`src/include/saturn_config.svh`:
```
`ifndef SATURN_CONFIG_SVH
`define SATURN_CONFIG_SVH

// Slow-controller clock divider
// Rising phases between two SMPC strobes
`define SMPC_DIV 7

// Main-bus byte address watched by the activity monitor
// Boot code reads here once the BIOS hands over to the loader
`define BOOT_HOOK_ADDR 25'h0012B0

// Idle bus cycle counter
`define WAIT_CNT_W 8

`endif
```
`src/saturnTimingPkg.sv`:
```
`default_nettype none

`include "saturn_config.svh"

package saturnTimingPkg;

	// Divider count for the slow-controller strobe
	typedef logic [2:0] smpcDivCnt_t;

	// Rising phases since the last bus access
	typedef logic [`WAIT_CNT_W-1:0] waitCnt_t;

endpackage

`default_nettype wire

```
`src/saturnIfs.sv`:
```
`timescale 1ns/10ps
`default_nettype none

// Phase strobes shared by everything clocked off the master clock
interface clockEnableIf;
	logic ceR;
	logic ceF;
	logic smpcCe;
	logic pause;

	modport source (output ceR, output ceF, output smpcCe, output pause);
	modport sink (input ceR, input ceF, input smpcCe, input pause);
endinterface


`default_nettype wire

```
`src/clockEnableGen.sv`:
```
`timescale 1ns/10ps
`default_nettype none

`include "saturn_config.svh"

module clockEnableGen import saturnTimingPkg::*; (
	input  logic CLK,
	input  logic RST_N,
	input  logic ce,
	input  logic dbgPause,
	clockEnableIf.source clk,
	output logic mresN
);

	localparam smpcDivCnt_t DivLast = smpcDivCnt_t'(`SMPC_DIV - 1);

	logic pause;
	logic mclk;
	logic ceR;
	smpcDivCnt_t smpcCnt;
	logic smpcPulse;

	// Only the debug pause can stop the clock here
	assign pause = dbgPause;

	// Master clock phase, frozen while paused
	always_ff @(posedge CLK or negedge RST_N) begin
		if (!RST_N) begin
			mclk <= 1'b0;
		end else if (ce && !pause) begin
			mclk <= ~mclk;
		end
	end

	assign ceR = mclk & ~pause;

	// SMPC runs at one seventh of the rising phase rate
	always_ff @(posedge CLK or negedge RST_N) begin
		if (!RST_N) begin
			smpcCnt <= '0;
			smpcPulse <= 1'b0;
		end else begin
			smpcPulse <= 1'b0;
			if (ceR) begin
				if (smpcCnt == DivLast) begin
					smpcCnt <= '0;
					smpcPulse <= 1'b1;
				end else begin
					smpcCnt <= smpcCnt + 1'b1;
				end
			end
		end
	end

	// Master reset held until the SMPC has seen its first clock
	always_ff @(posedge CLK or negedge RST_N) begin
		if (!RST_N) begin
			mresN <= 1'b0;
		end else if (smpcPulse) begin
			mresN <= 1'b1;
		end
	end

	assign clk.ceR = ceR;
	assign clk.ceF = ~mclk & ~pause;
	assign clk.smpcCe = smpcPulse;
	assign clk.pause = pause;

endmodule

`default_nettype wire

```
`src/flat_wrapper.sv`:
```
// flat-port wrapper written by rule: the top's interface ports become plain ports
module clockEnableGen_flat import saturnTimingPkg::*;
  (CLK, RST_N, ce, dbgPause, mresN, clk_ceR, clk_ceF, clk_smpcCe, clk_pause);
  clockEnableIf clk_i ();
  input  logic CLK;
  input  logic RST_N;
  input  logic ce;
  input  logic dbgPause;
  output logic mresN;
  output wire logic [$bits(clk_i.ceR)-1:0] clk_ceR;
  output wire logic [$bits(clk_i.ceF)-1:0] clk_ceF;
  output wire logic [$bits(clk_i.smpcCe)-1:0] clk_smpcCe;
  output wire logic [$bits(clk_i.pause)-1:0] clk_pause;
  assign clk_ceR = clk_i.ceR;
  assign clk_ceF = clk_i.ceF;
  assign clk_smpcCe = clk_i.smpcCe;
  assign clk_pause = clk_i.pause;
  clockEnableGen u_core (.CLK(CLK), .RST_N(RST_N), .ce(ce), .dbgPause(dbgPause), .clk(clk_i), .mresN(mresN));
endmodule
```
`config.mk`:
```
export PLATFORM = sky130hd
export DESIGN_NAME = clockEnableGen_flat
export DESIGN_NICKNAME = d
export VERILOG_FILES = /design/src/saturnTimingPkg.sv /design/src/saturnIfs.sv /design/src/clockEnableGen.sv /design/src/flat_wrapper.sv
export VERILOG_INCLUDE_DIRS = /design/src /design/src/include
export SDC_FILE = /design/constraint.sdc
export NUM_CORES = 1
export LEC_CHECK = 0
export ABC_AREA = 1
export BUFFER_PORTS_ARGS = -buffer_cell sky130_fd_sc_hd__buf_2
export CORE_AREA = 2 2 39 41
export DETAILED_ROUTE_END_ITERATION = 12
export DIE_AREA = 0 0 41 43
export PLACE_DENSITY_LB_ADDON = 0.15
export RECOVER_POWER = 100
export SYNTH_ARGS = -nofsm -noshare
export SYNTH_HDL_FRONTEND = slang
export SYNTH_SLANG_ARGS = --single-unit
```
`constraint.sdc`:
```
create_clock -name CLK -period 1.8 [get_ports CLK]
set_input_delay 0.09 -clock CLK [delete_from_list [all_inputs] [get_ports CLK]]
set_output_delay 0.09 -clock CLK [all_outputs]
set_load 0.05 [all_outputs]
```
---- Yosys cells after proc, flatten, opt, wreduce, memory -nomap -nowiden ----
Cells that the tools add are included.
Widths: inputs -> output; s select.
storage, ports and cells
  register bits ........................... 6
operators by class
  equal/unequal tests ..................... 1
  bitwise logic cells ..................... 4
  reduce and logical (&&, ||, !) cells .... 2
  mux-type cells .......................... 3
  add/subtract/negate cells ............... 1
operator list
  operator             number
  $add 3x1->3 const B  1
  $eq 3x3->1 const B   1
  $mux 3               1
  $and 1x1->1          2
  $mux 1               2
  $not 1->1            2
  $logic_and 1x1->1    1
  $logic_not 1->1      1

---- Logic depth before layout (Yosys ltp) ----
  word-level depth ........................ 3
  mapped depth ............................ 5

---- Least setup slack after synthesis ----
Ideal clock, no wire load.
  kind .................................... reg2out
  start ................................... register u_core.mclk
  end ..................................... output clk_ceF
  buffers on the path ..................... 0
  setup slack ............................. 0.647 ns
  required time ........................... 1.710 ns
  cell stages (with the launch flop) ...... 2
  data arrival time ....................... 1.063 ns
  cells stage by stage .................... dfrtp_1 -> nor2_1
between the ends
  cells in the longest elaborated chain, start to end .. 2
RTL lines
  item                    RTL line              source
  start, declared         clockEnableGen.sv:18  logic mclk;
  start signal, assigned  clockEnableGen.sv:31  mclk <= ~mclk;
  $not 1->1               clockEnableGen.sv:65  assign clk.ceF = ~mclk & ~pause;
  $and 1x1->1             clockEnableGen.sv:65
  end, declared           flat_wrapper.sv:11    output wire logic [$bits(clk_i.ceF)-1:0] clk_ceF;
No other way between the ends.

---- Worst setup path after layout ----
  start ................................... register u_core.mclk
  end ..................................... output clk_ceR
between the ends
  cells in the longest elaborated chain, start to end .. 1
RTL lines
  item           RTL line              source
  $and 1x1->1    clockEnableGen.sv:35  assign ceR = mclk & ~pause;
  end, declared  flat_wrapper.sv:10    output wire logic [$bits(clk_i.ceR)-1:0] clk_ceR;
No other way between the ends.

==> impl_metrics.tcl <==
set metrics [dict create \
    drtIter0Drc 3 \
    fin_crit_sh_pct 72.68 \
    place.gp.congestion 0.7933 \
    min_path_cells 3 \
    cts_buffers 3 \
    nets 50 \
    critPathLaunchType "register" \
    grt-ovfl-total 0 \
    finalMaxSlewViolations 0 \
    skew_ps 3.467 \
    cp-end-kind "primary output" \
    report.final.setup_viol 0 \
    rr_worst_depth 5 \
    grt_setup_unrepaired "false" \
    cts_sinks 6 \
    yosys_warnings 0 \
    cp_slowest_cell "dfrtp_1" \
    hold_viol_final 0 \
    route.detailed.drc 0 \
    grt_max_degree 7 \
    final_area_sq_um 347.8 \
    wirelength_um 542 \
    p_leak_uw 0.0001793 \
    min_to "u_core.mclk$_DFFE_PN0P_" \
    powerDensity_nw_per_um2 1772 \
    place_inst 56 \
    outcome "finished, final reports clean" \
    postSynthAreaPerCell_sq_um 8.379 \
    portBuffers 8 \
    ys_seq_area_share_pct 54.30 \
    cp_num_buf_inv 2 \
    power.total_uw 616.4 \
    clock.fmax_mhz 764.4 \
    path_delay_family "buffers and inverters" \
    worstSkewPairLatency_ps 240 \
    dp_hpwl_um 417.6 \
    synth_nets 37 \
    r2r_setup_slack_ps 780 \
    relSlewSlack_pct 60.70 \
    drtPass1Iterations 2 \
    antenna_found_initial 0 \
    area_growth_pct 25.79 \
    synthCells 33 \
    dieArea_sq_um 1763 \
    final_layout_size_suffix_gt1_share_pct 18.18 \
    syn-cell-area_sq_um 276.5 \
    crit_type "register to primary output" \
    ctsResizeCount 0 \
    avgViaCountPerCell 3.900 \
    num_rows 14 \
    initial_utilization_pct 19.98 \
    required_ps 1710 \
    grt_usage_pct 8.954 \
    dpl-instance-area_sq_um 329.1 \
    worst_pin_slew_ps 592.0 \
    reg2reg_to "u_core.smpcCnt[0]$_DFFE_PN0P_" \
    hp-class "input port to register" \
    crit_fanout 4 \
    vias 234 \
    peakVddDrop_mv 0.5432 \
    fin_tns_setup_ps 0 \
    drt-wirelength-per-cell_um 9.033 \
    timing.rr.start "u_core.mclk$_DFFE_PN0P_" \
    core-area_sq_um 1384 \
    cts_tree "yes" \
    die_w_um 41 \
    grt_first_pass_wirelength_um 945 \
    min-delay-start "ce" \
    cts_htree_levels 1 \
    ant_nets 0 \
    cap_violations 0 \
    synthDistinctLibCells 10 \
    period_minus_slack_ps 1308 \
    die_h_um 43 \
    ys_ff_latch 6 \
    boundaryPins 9 \
    path_clk_slew_ps 40 \
    grt_pass1_vias 239 \
    clockBufferDepth 2 \
    worstPathArrival_ps 1220 \
    cts_root_buf "clkbuf_4" \
    cp_cell_sequence "inv_1 -> nor2_1 -> buf_2" \
    stdcell_count 60 \
    n_antenna_cell 0 \
    slowest_delay_ps 380 \
]
==> cells in the final DEF (no fill, tap or decap) <==
master	instances
nor2_1	7
nand2_1	6
dfrtp_1	6
nand3_1	5
clkbuf_1	5
inv_1	4
clkbuf_4	3
buf_2	3
clkinv_1	1
inv_2	1
or2_2	1
xor2_1	1
dlygate4sd3_1	1
==> timing repair <==
action	CTS	global route
hold buffers	1	0
hold endpoints to repair	6	0
setup buffers	0	0
==> synth_stat cells, drive strengths merged <==
cell type	number	area, sq um
dfrtp	6	150.1
nand2	6	22.52
buf	1	7.510
inv	6	22.52
nor2	7	33.78
nand3	5	25.02
xor2	1	8.760
or2	1	6.260
==> metrics by stage <==
step           hold slack, ps  utilization (%)  setup WS [ps]
4_1_cts                 108.2            26.13          595.4
3_5_place_dp           -75.89            23.78          865.2
5_1_grt                 149.6            25.14          357.6
2_1_floorplan          -205.6                -          647.3
3_3_place_gp           -76.93            23.78          888.2
6_report                118.4            25.14          491.7
==> power breakdown <==
part / total (uW) / switching [uW] / leakage (uW) / internal, uW
clock network: 121 / 46.2 / 0.0000138 / 75.3
logic: 250 / 180 / 0.0000935 / 69.9
registers: 245 / 51.7 / 0.0000720 / 193
==> worst max path at each step <==
stage	startpoint	slack, ps	end	cells after the start
after CTS	u_core.mclk$_DFFE_PN0P_	600	clk_ceR	3
after detailed placement	u_core.mclk$_DFFE_PN0P_	870	clk_ceR	3
after global placement	u_core.mclk$_DFFE_PN0P_	890	clk_ceR	3
final	u_core.mclk$_DFFE_PN0P_	490	clk_ceR	3
after floorplan	u_core.mclk$_DFFE_PN0P_	650	clk_ceF	1
after global routing	u_core.mclk$_DFFE_PN0P_	360	clk_ceR	3
==> logic make-up after synthesis <==
kind of cell           count (synthesis)  synth area share, %
AND/OR/NAND/NOR                       19                31.67
buffers and inverters                  7                10.86
flip-flops                             6                54.30
XOR/XNOR                               1                3.168
==> state kept, by name, indices dropped and copies added, names as in the netlist <==
| register | cells |
|---|---|
| u_core.clk.smpcCe | 1 |
| u_core.mresN | 1 |
| u_core.smpcCnt | 3 |
| u_core.mclk | 1 |
==> routing by layer <==
metal | track usage [%] | wire [um]
met3 | 9.424 | 40
met2 | 10.94 | 243
met5 | 0 | 0
met1 | 8.738 | 244
met4 | 6.000 | 13
==> worst min-delay path: cells and delay by family <==
family	cells	cell delay, ps
buf+inv	1	100
xor+xnor	1	60
simple gates	1	70
==> area by class of cell <==
class	instances	area [sq um]
Inverter	6	22.52
Tap cell	16	20.02
Sequential cell	6	150.1
Clock buffer	3	22.52
Multi-Input combinational cell	20	88.84
Fill cell	155	1036
Timing Repair Buffer	9	43.79
Note: power is estimated with default switching activity, not from simulation.
